--- src/knnPkg.sv ---
// ==================================================
// Shared widths and types of the k-nearest-neighbour
// search unit for 3-D points
// ==================================================
`default_nettype none

package knnPkg;

    // Unsigned coordinate per axis
    localparam int coordWidth = 8;
    // Candidate index within one search
    localparam int idxWidth   = 10;
    // Three squared 8-bit differences need 18 bits
    localparam int distWidth  = 18;

    typedef logic [coordWidth-1:0] coordT;
    typedef logic [idxWidth-1:0]   idxT;
    typedef logic [distWidth-1:0]  distT;

    // Unfilled slot, larger than any real distance
    localparam distT distEmpty = '1;

endpackage

`default_nettype wire

--- src/distanceCalc.sv ---
// ==================================================
// Distance stage: holds the query point and computes
// squared distances in a two-stage elastic pipeline
// ==================================================
`default_nettype none

module distanceCalc (
    input  logic          clk,
    input  logic          rst_n,
    input  logic          queryLoad,
    input  knnPkg::coordT queryX,
    input  knnPkg::coordT queryY,
    input  knnPkg::coordT queryZ,
    input  knnPkg::coordT candX,
    input  knnPkg::coordT candY,
    input  knnPkg::coordT candZ,
    input  knnPkg::idxT   candIdx,
    input  logic          candLast,
    input  logic          candValid,
    output logic          candReady,
    output knnPkg::idxT   distIdx,
    output knnPkg::distT  distValue,
    output logic          distLast,
    output logic          distValid,
    input  logic          distReady
);

    // Query point, zero after reset
    knnPkg::coordT queryRegX, queryRegY, queryRegZ;

    // Stage one: absolute differences
    logic          s1Valid;
    knnPkg::coordT s1DiffX, s1DiffY, s1DiffZ;
    knnPkg::idxT   s1Idx;
    logic          s1Last;
    logic          s1Ready;

    // Stage two: sum of squares
    logic          s2Valid;
    knnPkg::distT  s2Dist;
    knnPkg::idxT   s2Idx;
    logic          s2Last;
    logic          s2Ready;

    logic [2*knnPkg::coordWidth-1:0] sqX, sqY, sqZ;
    knnPkg::distT  sumSq;

    // ==================================================
    // Handshake and valid bits
    // ==================================================
    // A stage loads when empty or when its item leaves
    assign s2Ready   = !s2Valid || distReady;
    assign s1Ready   = !s1Valid || s2Ready;
    assign candReady = s1Ready;

    always_ff @(posedge clk or negedge rst_n) begin
        if (!rst_n) begin
            queryRegX <= '0;
            queryRegY <= '0;
            queryRegZ <= '0;
            s1Valid   <= 1'b0;
            s2Valid   <= 1'b0;
        end else begin
            if (queryLoad) begin
                queryRegX <= queryX;
                queryRegY <= queryY;
                queryRegZ <= queryZ;
            end
            if (s1Ready) begin
                s1Valid <= candValid;
            end
            if (s2Ready) begin
                s2Valid <= s1Valid;
            end
        end
    end

    // ==================================================
    // Datapath
    // ==================================================
    assign sqX   = s1DiffX * s1DiffX;
    assign sqY   = s1DiffY * s1DiffY;
    assign sqZ   = s1DiffZ * s1DiffZ;
    // Zero-extend before adding so the carry is kept
    assign sumSq = knnPkg::distT'(sqX) + knnPkg::distT'(sqY) + knnPkg::distT'(sqZ);

    always_ff @(posedge clk) begin
        if (candValid && s1Ready) begin
            s1DiffX <= (candX > queryRegX) ? candX - queryRegX : queryRegX - candX;
            s1DiffY <= (candY > queryRegY) ? candY - queryRegY : queryRegY - candY;
            s1DiffZ <= (candZ > queryRegZ) ? candZ - queryRegZ : queryRegZ - candZ;
            s1Idx   <= candIdx;
            s1Last  <= candLast;
        end
        if (s1Valid && s2Ready) begin
            s2Dist <= sumSq;
            s2Idx  <= s1Idx;
            s2Last <= s1Last;
        end
    end

    assign distValid = s2Valid;
    assign distValue = s2Dist;
    assign distIdx   = s2Idx;
    assign distLast  = s2Last;

endmodule

`default_nettype wire

--- src/insertionSorter.sv ---
// ==================================================
// Insertion sorter: keeps the numNeighbors smallest
// distances of one search in ascending order
// ==================================================
`default_nettype none

module insertionSorter #(
    parameter int numNeighbors = 4
) (
    input  logic                                   clk,
    input  logic                                   rst_n,
    input  knnPkg::idxT                            distIdx,
    input  knnPkg::distT                           distValue,
    input  logic                                   distLast,
    input  logic                                   distValid,
    output logic                                   distReady,
    output logic [numNeighbors*knnPkg::idxWidth-1:0]  sortIdx,
    output logic [numNeighbors*knnPkg::distWidth-1:0] sortDist,
    output logic                                   sortValid,
    input  logic                                   sortReady
);

    // Slot 0 holds the nearest entry
    knnPkg::idxT  idxArr  [numNeighbors];
    knnPkg::distT distArr [numNeighbors];

    // shiftIn[i] set when a slot below i took the newcomer
    logic [numNeighbors:0]   shiftIn;
    logic [numNeighbors-1:0] insertHere;

    logic inHs;
    logic outHs;

    // ==================================================
    // Handshake
    // ==================================================
    assign inHs      = distValid && distReady;
    assign outHs     = sortValid && sortReady;
    // Input stalls while a finished list waits
    assign distReady = !sortValid;

    always_ff @(posedge clk or negedge rst_n) begin
        if (!rst_n) begin
            sortValid <= 1'b0;
        end else if (outHs) begin
            sortValid <= 1'b0;
        end else if (inHs && distLast) begin
            // Last candidate closes the search
            sortValid <= 1'b1;
        end
    end

    // ==================================================
    // Slot array
    // ==================================================
    assign shiftIn[0] = 1'b0;

    genvar i;
    generate
        for (i = 0; i < numNeighbors; i++) begin : genSlot
            // Strictly greater, so equal distances keep arrival order
            assign insertHere[i] = !shiftIn[i] && (distArr[i] > distValue);
            assign shiftIn[i+1]  = shiftIn[i] || insertHere[i];

            always_ff @(posedge clk or negedge rst_n) begin
                if (!rst_n) begin
                    idxArr[i]  <= '0;
                    distArr[i] <= knnPkg::distEmpty;
                end else if (outHs) begin
                    // Result taken, start clean
                    idxArr[i]  <= '0;
                    distArr[i] <= knnPkg::distEmpty;
                end else if (inHs) begin
                    if (insertHere[i]) begin
                        idxArr[i]  <= distIdx;
                        distArr[i] <= distValue;
                    end else if (shiftIn[i]) begin
                        // Move up by one, top slot drops out
                        if (i > 0) begin
                            idxArr[i]  <= idxArr[i-1];
                            distArr[i] <= distArr[i-1];
                        end
                    end
                end
            end

            assign sortIdx[i*knnPkg::idxWidth +: knnPkg::idxWidth]    = idxArr[i];
            assign sortDist[i*knnPkg::distWidth +: knnPkg::distWidth] = distArr[i];
        end
    endgenerate

endmodule

`default_nettype wire

--- src/neighborSerializer.sv ---
// ==================================================
// Result serializer: sends the sorted neighbours one
// per beat, nearest first, last beat flagged
// ==================================================
`default_nettype none

module neighborSerializer #(
    parameter int numNeighbors = 4
) (
    input  logic                                      clk,
    input  logic                                      rst_n,
    input  logic [numNeighbors*knnPkg::idxWidth-1:0]  sortIdx,
    input  logic [numNeighbors*knnPkg::distWidth-1:0] sortDist,
    input  logic                                      sortValid,
    output logic                                      sortReady,
    output knnPkg::idxT                               nbrIdx,
    output knnPkg::distT                              nbrDist,
    output logic                                      nbrLast,
    output logic                                      nbrValid,
    input  logic                                      nbrReady
);

    // At least one counter bit, also for a single neighbour
    localparam int cntWidth = (numNeighbors > 1) ? $clog2(numNeighbors) : 1;
    localparam logic [cntWidth-1:0] lastCount = cntWidth'(numNeighbors - 1);

    // Local copy frees the sorter for the next search
    logic [numNeighbors*knnPkg::idxWidth-1:0]  idxHold;
    logic [numNeighbors*knnPkg::distWidth-1:0] distHold;
    logic [cntWidth-1:0] beatCount;
    logic loadHs;
    logic sendHs;

    assign sortReady = !nbrValid;
    assign loadHs    = sortValid && sortReady;
    assign sendHs    = nbrValid && nbrReady;

    always_ff @(posedge clk or negedge rst_n) begin
        if (!rst_n) begin
            nbrValid  <= 1'b0;
            beatCount <= '0;
        end else if (loadHs) begin
            nbrValid  <= 1'b1;
            beatCount <= '0;
        end else if (sendHs) begin
            if (beatCount == lastCount) begin
                nbrValid <= 1'b0;
            end else begin
                beatCount <= beatCount + 1'b1;
            end
        end
    end

    always_ff @(posedge clk) begin
        if (loadHs) begin
            idxHold  <= sortIdx;
            distHold <= sortDist;
        end
    end

    // Counter picks the entry on the output
    assign nbrIdx  = idxHold[beatCount*knnPkg::idxWidth +: knnPkg::idxWidth];
    assign nbrDist = distHold[beatCount*knnPkg::distWidth +: knnPkg::distWidth];
    assign nbrLast = nbrValid && (beatCount == lastCount);

endmodule

`default_nettype wire

--- src/knnSearch.sv ---
// ==================================================
// k-nearest-neighbour search unit, top level
// ==================================================
`default_nettype none

module knnSearch #(
    parameter int numNeighbors = 4
) (
    input  logic          clk,
    input  logic          rst_n,
    input  logic          queryLoad,
    input  knnPkg::coordT queryX,
    input  knnPkg::coordT queryY,
    input  knnPkg::coordT queryZ,
    input  knnPkg::coordT candX,
    input  knnPkg::coordT candY,
    input  knnPkg::coordT candZ,
    input  knnPkg::idxT   candIdx,
    input  logic          candLast,
    input  logic          candValid,
    output logic          candReady,
    output knnPkg::idxT   nbrIdx,
    output knnPkg::distT  nbrDist,
    output logic          nbrLast,
    output logic          nbrValid,
    input  logic          nbrReady
);

    // Distance stage to sorter
    knnPkg::idxT  distIdx;
    knnPkg::distT distValue;
    logic         distLast;
    logic         distValid;
    logic         distReady;

    // Sorter to serializer, entry 0 nearest
    logic [numNeighbors*knnPkg::idxWidth-1:0]  sortIdx;
    logic [numNeighbors*knnPkg::distWidth-1:0] sortDist;
    logic sortValid;
    logic sortReady;

    distanceCalc distanceCalc_inst (
        .clk(clk), .rst_n(rst_n), .queryLoad(queryLoad),
        .queryX(queryX), .queryY(queryY), .queryZ(queryZ),
        .candX(candX), .candY(candY), .candZ(candZ), .candIdx(candIdx),
        .candLast(candLast), .candValid(candValid), .candReady(candReady),
        .distIdx(distIdx), .distValue(distValue), .distLast(distLast),
        .distValid(distValid), .distReady(distReady)
    );

    insertionSorter #(.numNeighbors(numNeighbors)) insertionSorter_inst (
        .clk(clk), .rst_n(rst_n),
        .distIdx(distIdx), .distValue(distValue), .distLast(distLast),
        .distValid(distValid), .distReady(distReady),
        .sortIdx(sortIdx), .sortDist(sortDist),
        .sortValid(sortValid), .sortReady(sortReady)
    );

    neighborSerializer #(.numNeighbors(numNeighbors)) neighborSerializer_inst (
        .clk(clk), .rst_n(rst_n),
        .sortIdx(sortIdx), .sortDist(sortDist),
        .sortValid(sortValid), .sortReady(sortReady),
        .nbrIdx(nbrIdx), .nbrDist(nbrDist), .nbrLast(nbrLast),
        .nbrValid(nbrValid), .nbrReady(nbrReady)
    );

endmodule

`default_nettype wire

--- config.mk ---
export PLATFORM = sky130hd
export DESIGN_NAME = knnSearch
export DESIGN_NICKNAME = d
export VERILOG_FILES = /design/src/knnPkg.sv /design/src/distanceCalc.sv /design/src/insertionSorter.sv /design/src/neighborSerializer.sv /design/src/knnSearch.sv
export SDC_FILE = /design/constraint.sdc
export NUM_CORES = 1
export LEC_CHECK = 0
export ABC_AREA = 0
export BUFFER_PORTS_ARGS = -buffer_cell sky130_fd_sc_hd__buf_2
export CORE_UTILIZATION = 60
export DETAILED_ROUTE_END_ITERATION = 16
export GPL_ROUTABILITY_DRIVEN = 0
export PLACE_DENSITY = 0.78
export SLEW_MARGIN = 15
export SYNTH_ARGS = -nofsm -noshare
export SYNTH_HDL_FRONTEND = slang
export SYNTH_HIERARCHICAL = 1
export SYNTH_SLANG_ARGS = --single-unit
--- constraint.sdc ---
create_clock -name clk -period 11.4 [get_ports clk]
set_clock_uncertainty 0.1 [all_clocks]
set_input_delay 0.57 -clock clk [delete_from_list [all_inputs] [get_ports clk]]
set_output_delay 0.57 -clock clk [all_outputs]
set_load 0.05 [all_outputs]
==> results of run 1 <==
-- stage by stage --
stage | std cells | hold WS (ns)
floorplan | 1854 | 0.1744
global placement | 2351 | 0.3009
detailed placement | 2351 | 0.3173
CTS | 2415 | 0.03897
global route | 2415 | 0.04142
finish | 2415 | -0.02698
-- worst reg2reg max path, stage by stage (launching register included) --
cell	delay, ns
edfxtp_1	0.55
and2_1	0.22
inv_1	0.07
fa_1	0.51
fa_1	0.50
fa_1	0.49
inv_1	0.05
fa_1	0.50
inv_1	0.05
fa_1	0.46
fa_1	0.54
inv_1	0.05
fa_1	0.48
ha_1	0.36
nor2b_1	0.17
o31a_1	0.28
o21ai_0	0.53
o21ai_0	0.20
xor2_1	0.18
-- registers in the layout (all words and copies together) (netlist names), 10 cells and up --
name and count:
neighborSerializer_inst/distHold 72, insertionSorter_inst/sortIdx 40, distanceCalc_inst/s1Idx 10, neighborSerializer_inst/idxHold 40
distanceCalc_inst/distIdx 10, insertionSorter_inst/sortDist 72, distanceCalc_inst/distValue 18
-- cells by family (layout without fill, tap and decap cells) --
logic type / count (synthesis) / in the layout
AO/OA/AOI/OAI: 299 / 299
buffers and inverters: 349 / 449
XOR/XNOR: 34 / 34
AND/OR/NAND/NOR: 381 / 381
multiplexers: 135 / 135
flip-flops: 318 / 318
adder cells (fa/ha/maj): 338 / 338
-- layer usage --
layer	vias up	GRT usage [%]	share of wire, %
met5	-	0	0.021
met4	2	9.493	3.1
met3	109	3.636	4.9
met2	465	47.14	51
met1	7124	33.18	40
li1	6569	-	-
-- final timing paths --
kind                       cells after the start                          from  slack, ns                                    to
max                                           18  distanceCalc_inst/s1DiffX[0]       4.88       distanceCalc_inst/distValue[13]
min                                            1                         rst_n      -0.03  neighborSerializer_inst/beatCount[0]
max reg2reg                                   18  distanceCalc_inst/s1DiffX[0]       4.88       distanceCalc_inst/distValue[13]
min reg2reg                                    0    distanceCalc_inst/s1Idx[6]       0.33          distanceCalc_inst/distIdx[6]
max in group asynchronous                      2                         rst_n       9.94        distanceCalc_inst/queryRegY[5]
min in group clk                               1                    candIdx[2]       0.12            distanceCalc_inst/s1Idx[2]
-- layout make-up --
class | instances | area (um2) | area share, %
tap | 461 | 576.8 | 2.440
clock inverter | 18 | 193.9 | 0.8202
sequential | 318 | 8931 | 37.77
multi-input combinational | 1187 | 11350 | 48.02
inverter | 277 | 1040 | 4.398
clock buffer | 46 | 967.2 | 4.091
timing repair buffer | 108 | 581.8 | 2.461
-- cell usage in the layout, fill, tap and decap left out, types with 18 or more instances in the layout --
cell type	n
inv_1	277
ha_1	200
edfxtp_1	176
nand2_1	151
fa_1	138
mux2i_1	107
buf_2	93
dfstp_2	72
dfrtp_1	68
o21ai_0	65
nor2_1	60
and2_1	58
a21oi_1	54
clkbuf_16	35
mux4_2	28
a21o_1	25
o211ai_1	20
or2_2	19
a2bb2oi_1	18
==> summary.txt, run 1 <==
Synth
  – Seq/Total Area, Yosys: between 40% and 50%
  – Async set-reset flop share out of synthesis: approximately 45%
  – Netlist cell types: 67
  – Post-synth top area cell: edfxtp_1
  – Post-Synth XOR/XNOR Area: ~1.4%
  – Synth warnings: 6
  – Area contributors post-synth: edfxtp_1, fa_1, ha_1, dfstp_2, dfrtp_1
  – Mux cell area share after synthesis: roughly 8%
  – Synth Area in Compound Gates: between 9 and 10%
  – Synth Flop Type: edfxtp_1
  – Post-synth EDFFs: 176
  – Flops & latches, synth: between 300 and 400
  – Top cells by count, synth: inv_1, ha_1, edfxtp_1, nand2_1, fa_1
  – Syn_area_per_cell: ~12 um2
  – Post-synthesis adder-cell area fraction: roughly a quarter
  – Post-Synthesis Cells: 1854
  – Largest family of logic cells by synthesized area: adder cells
  – Mapped cell area: roughly 0.022 mm2
  – Synth top area share: between 20% and 30%
  – Post-Synth Simple-Gate Area: under 10%
  – Synth Net Count: 2256
  – Count leader, synth: inv_1

Clock tree
  – Clock slew at reported path FFs: roughly 0.06 ns
  – CTS root buf: clkbuf_16
  – Cts repair resizes: 0
  – Total CTS buffers: 35
  – Sink Count: between 300 and 400
  – Htree depth: 2
  – Clk_lat worst skew: ~0.54 ns
  – TritonCTS clock tree: done
  – Hold_buf cts: 0
  – Clock Tree Buf Depth: 3
  – Setup Fix Bufs, Post-CTS: 0

Global route
  – Initial antenna violation count: 1
  – Global-route usage over all layers: between 20% and 30%
  – Global route total overflow: 0
  – Vias in the first global route: ~15000
  – First-pass GRT wire length: approximately 76000 um
  – Largest net degree at the start of global routing: between 80 and 90

Timing
  – Max Clk Rate: ~0.15 GHz
  – Post-route setup slack: between 4 and 5 ns
  – Slew headroom: a little over a third
  – Unrepaired setup endpoints after global routing: false
  – Hold WS: -0.02698 ns
  – Pins over their slew limit: 0
  – Period minus WS final: about 6.5 ns
  – Final setup TNS: 0 ns
  – Fin crit share: between 50% and 60%
  – Final Hold Viols: 8
  – Measured slew at the worst slew-check pin: about 0.94 ns
  – Final setup vio count: 0

Critical path
  – Crit-path max FO: 10
  – CP top delay family: adder cells
  – Crit-path max cell delay: 0.55 ns
  – Setup CP Type: reg -> reg
  – Crit start category: flop
  – Arr. time, crit path: between 6 and 7 ns
  – Critical path buffers and inverters: 4
  – Worst EP required: about 12 ns
  – Worst path slowest cell: edfxtp_1
  – Worst-path cell chain: and2_1 > inv_1 > fa_1 > fa_1 > fa_1 > inv_1 > fa_1 > inv_1 > fa_1 > fa_1 > inv_1 > fa_1 > ha_1 > nor2b_1 > o31a_1 > o21ai_0 > o21ai_0 > xor2_1
  – CP endpoint kind: flop
  – CP most frequent cell: fa_1

Layout
  – Fin area: 0.02364 mm2
  – Antenna cells: 0
  – Final nets: roughly 2300
  – Fillers: 2524
  – Share of cells above drive strength 1: 16.48%
  – Core Util, Final: between 60 and 70%
  – Layout area overhead: 9.294%

Drt
  – ANT nets after route: 0
  – DR pass1 iterations: 5
  – Detailed-route via count: between 10000 and 15000
  – WL/cell: ~20 um
  – DRT iter0 DRCs: roughly 820
  – Vias per cell: slightly below 6
  – WL final: 47740 um
  – Residual DRC: 0

Placement
  – Dpl hpwl: around 35000 um
  – PortBufs: 94
  – Placed Area: between 0.02 and 0.025 mm2
  – Dpl ws: 4.897 ns

Floorplanning
  – FP Rows: 69
  – Core region area: roughly 0.035 mm2
  – Die Ht: ~190 um
  – Initial Util: between 60% and 70%
  – IO Count: 95
  – Die Wd: ~190 um
  – Die Area: approximately 0.037 mm2

Worst hold path
  – Hold Crit Class: in -> async

Run status
  – Violated checks: hold timing
  – Status: finished, violations left

Run
  – # Max-Cap Violations: 0
Power of run 1 is left out: the tool's default activity adds up to more than one toggle a clock period on the data nets, which glitch-free logic cannot reach.
==> run 2: changes to the inputs <==
==> constraint.sdc (replaced) <==
create_clock -name clk -period 6.8 [get_ports clk]
set_clock_uncertainty 0.1 [all_clocks]
set_input_delay 0.34 -clock clk [delete_from_list [all_inputs] [get_ports clk]]
set_output_delay 0.34 -clock clk [all_outputs]
set_load 0.05 [all_outputs]
==> run 2 against run 1 <==
The flow now finishes without violations. Register-to-register slack got worse by 4.6 ns. Critical path depth did not move. Final cell count increased by 1.7%. Design area is 2.0% higher. Count of clock-buffer cells in the layout grew 2. First-iteration DRC count is 23% higher. Wire length grew 1.7%. Via count is 1.6% higher. Maximum frequency down 0.38%. Sequential share of layout area fell by 0.73 points. Sequential cell count is the same. Critical path type unchanged.
==> summary.txt, run 2 (synthesized netlist as in run 1, its figures left out) <==
Critical path
  – Setup CP Type: reg -> reg (unchanged)
  – Crit start category: flop (unchanged)
  – Worst EP required: 6.98 ns (was 11.58 ns)
  – CP endpoint kind: flop (unchanged)
  – Arr. time, crit path: 6.72 ns (was 6.70 ns)
  – Crit-path max FO: 13 (was 10)

Drt
  – Met3 WL: 2809 um (was 2359 um)
  – ANT nets after route: 0 (unchanged)
  – Vias per cell: 5.907 (was 5.908)
  – WL/cell: 19.79 um (was 19.77 um)
  – Detailed-route via count: 14502 (was 14269)
  – DRT iter0 DRCs: 1011 (was 824)
  – DR pass1 iterations: 5 (unchanged)
  – WL final: 48570 um (was 47740 um)
  – Top Layer Used: met5 (unchanged)
  – Wl on met1: 19670 um (was 19320 um)
  – Residual DRC: 0 (unchanged)
  – Met2 Routed Length: 24650 um (was 24560 um)

Clock tree
  – Htree depth: 2 (unchanged)
  – Total CTS buffers: 36 (was 35)
  – Clock Tree Buf Depth: 3 (unchanged)
  – Sink Count: 318 (unchanged)
  – Setup Fix Bufs, Post-CTS: 0 (unchanged)
  – TritonCTS clock tree: done (unchanged)
  – CTS root buf: clkbuf_16 (unchanged)
  – Clk_lat worst skew: 0.54 ns (about the same)
  – Clock slew at reported path FFs: 0.06 ns (about the same)

Floorplanning
  – Die Area: 0.03682 mm2 (unchanged)
  – Core region area: 0.03548 mm2 (unchanged)
  – FP Rows: 69 (unchanged)
  – IO Count: 95 (unchanged)
  – Die Wd: 191.9 um (unchanged)
  – Initial Util: 60.97% (unchanged)
  – Die Ht: 191.9 um (unchanged)

Layout
  – Final nets: 2368 (was 2329)
  – Fillers: 2490 (was 2524)
  – Multi-input gate area: 0.01135 mm2 (unchanged)
  – Fin area: 0.02411 mm2 (was 0.02364 mm2)
  – Most common cell after layout, fill and taps aside: inv_1 (unchanged)
  – Share of cells above drive strength 1: 16.15% (was 16.48%)
  – Antenna cells: 0 (unchanged)
  – Sequential cell area: 0.008931 mm2 (unchanged)
  – Commonest non-fill, non-tap cells in the layout: inv_1, ha_1, edfxtp_1 (unchanged)
  – Layout area overhead: 11.44% (was 9.294%)

Global route
  – First-pass GRT wire length: 78150 um (was 75710 um)
  – Largest net degree at the start of global routing: 91 (was 82)
  – Vias in the first global route: 15244 (was 14894)
  – Global route total overflow: 0 (unchanged)
  – Initial antenna violation count: 1 (unchanged)
  – Global-route usage over all layers: 27.39% (was 26.60%)

Timing
  – Final setup TNS: 0 ns (unchanged)
  – Post-route setup slack: 0.2548 ns (was 4.880 ns)
  – Final setup vio count: 0 (unchanged)
  – Period minus WS final: 6.545 ns (was 6.520 ns)
  – Max Clk Rate: 0.1528 GHz (was 0.1534 GHz)
  – Unrepaired setup endpoints after global routing: false (unchanged)
  – Slew headroom: 18.29% (was 35.98%)
  – Pins over their slew limit: 0 (unchanged)
  – Fin crit share: 96.25% (was 57.19%)
  – Measured slew at the worst slew-check pin: 1.221 ns (was 0.9360 ns)
  – Final Hold Viols: 0 (was 8)

Run
  – # Max-Cap Violations: 0 (unchanged)

Placement
  – PortBufs: 94 (unchanged)
  – Placed Area: 0.02248 mm2 (unchanged)
  – Dpl ws: 0.2962 ns (was 4.897 ns)
  – Dpl hpwl: 34310 um (was 34800 um)

Worst hold path
  – Hold Crit Class: in -> reg (was in -> async)

Run status
  – Status: finished, final reports clean (was finished, violations left)
[run 2: cell types whose count changed in the layout (fill, tap and decap cells not counted)]
cell,change
dlygate4sd3_1,+38
bufinv_16,+4
clkbuf_1,+3
clkinv_2,+3
clkinvlp_4,-3
clkbuf_8,-2
clkbuf_16,+1
clkinv_1,-1
clkinv_4,-1
clkinv_8,-1
inv_6,-1
[run 2: final timing paths]
check                           cells past startpoint                               to                    startpoint  slack [ns]
min in group asynchronous                           2   distanceCalc_inst/queryRegY[5]                         rst_n        0.40
worst min-delay path                                3     distanceCalc_inst/s1DiffY[1]                      candY[1]        0.22
worst max-delay path                               18  distanceCalc_inst/distValue[13]  distanceCalc_inst/s1DiffZ[0]        0.25
max in group asynchronous                           3   distanceCalc_inst/queryRegY[6]                         rst_n        4.92
worst max register to register                     18  distanceCalc_inst/distValue[13]  distanceCalc_inst/s1DiffZ[0]        0.25
worst min register to register                      0     distanceCalc_inst/distIdx[1]    distanceCalc_inst/s1Idx[1]        0.32
[run 2: timing repair]
item,CTS,global route
hold endpoints to repair,70,0
resized for setup,0,0
hold buffers,38,0
[run 2: cell type report]
type / instances / area share (%)
well taps: 461 / 2.393
clock buffers: 48 / 4.048
repair buffers: 146 / 3.991
flip-flops and latches: 318 / 37.05
multi-input cells: 1187 / 47.09
inverters: 277 / 4.313
clock inverters: 18 / 1.116
[run 2: per-layer routing]
metal / global-route usage (%) / vias to the layer above
li1: - / 6634
met1: 34.55 / 7238
met2: 48.18 / 513
met3: 3.764 / 115
met4: 9.554 / 2
met5: 0 / -
[run 2: through the flow]
step	hold slack, ns	util [%]	std cells
2_1_floorplan	-0.05559	-	1854
3_3_place_gp	0.3021	63.36	2351
3_5_place_dp	0.3071	63.36	2351
4_1_cts	0.1963	67.94	2455
5_1_grt	0.2212	67.94	2455
6_report	0.2152	67.94	2455
[run 2: critical path, stage by stage, from the launching register on]
cell,delay [ns]
edfxtp_1,0.57
and2_1,0.22
inv_1,0.07
fa_1,0.50
fa_1,0.51
fa_1,0.52
inv_1,0.06
fa_1,0.49
fa_1,0.55
inv_1,0.05
fa_1,0.50
fa_1,0.54
inv_1,0.04
ha_1,0.33
o21a_1,0.20
o31a_1,0.14
o21ai_0,0.54
o21ai_0,0.20
xor2_1,0.17
Power of run 2 is left out for the same reason.
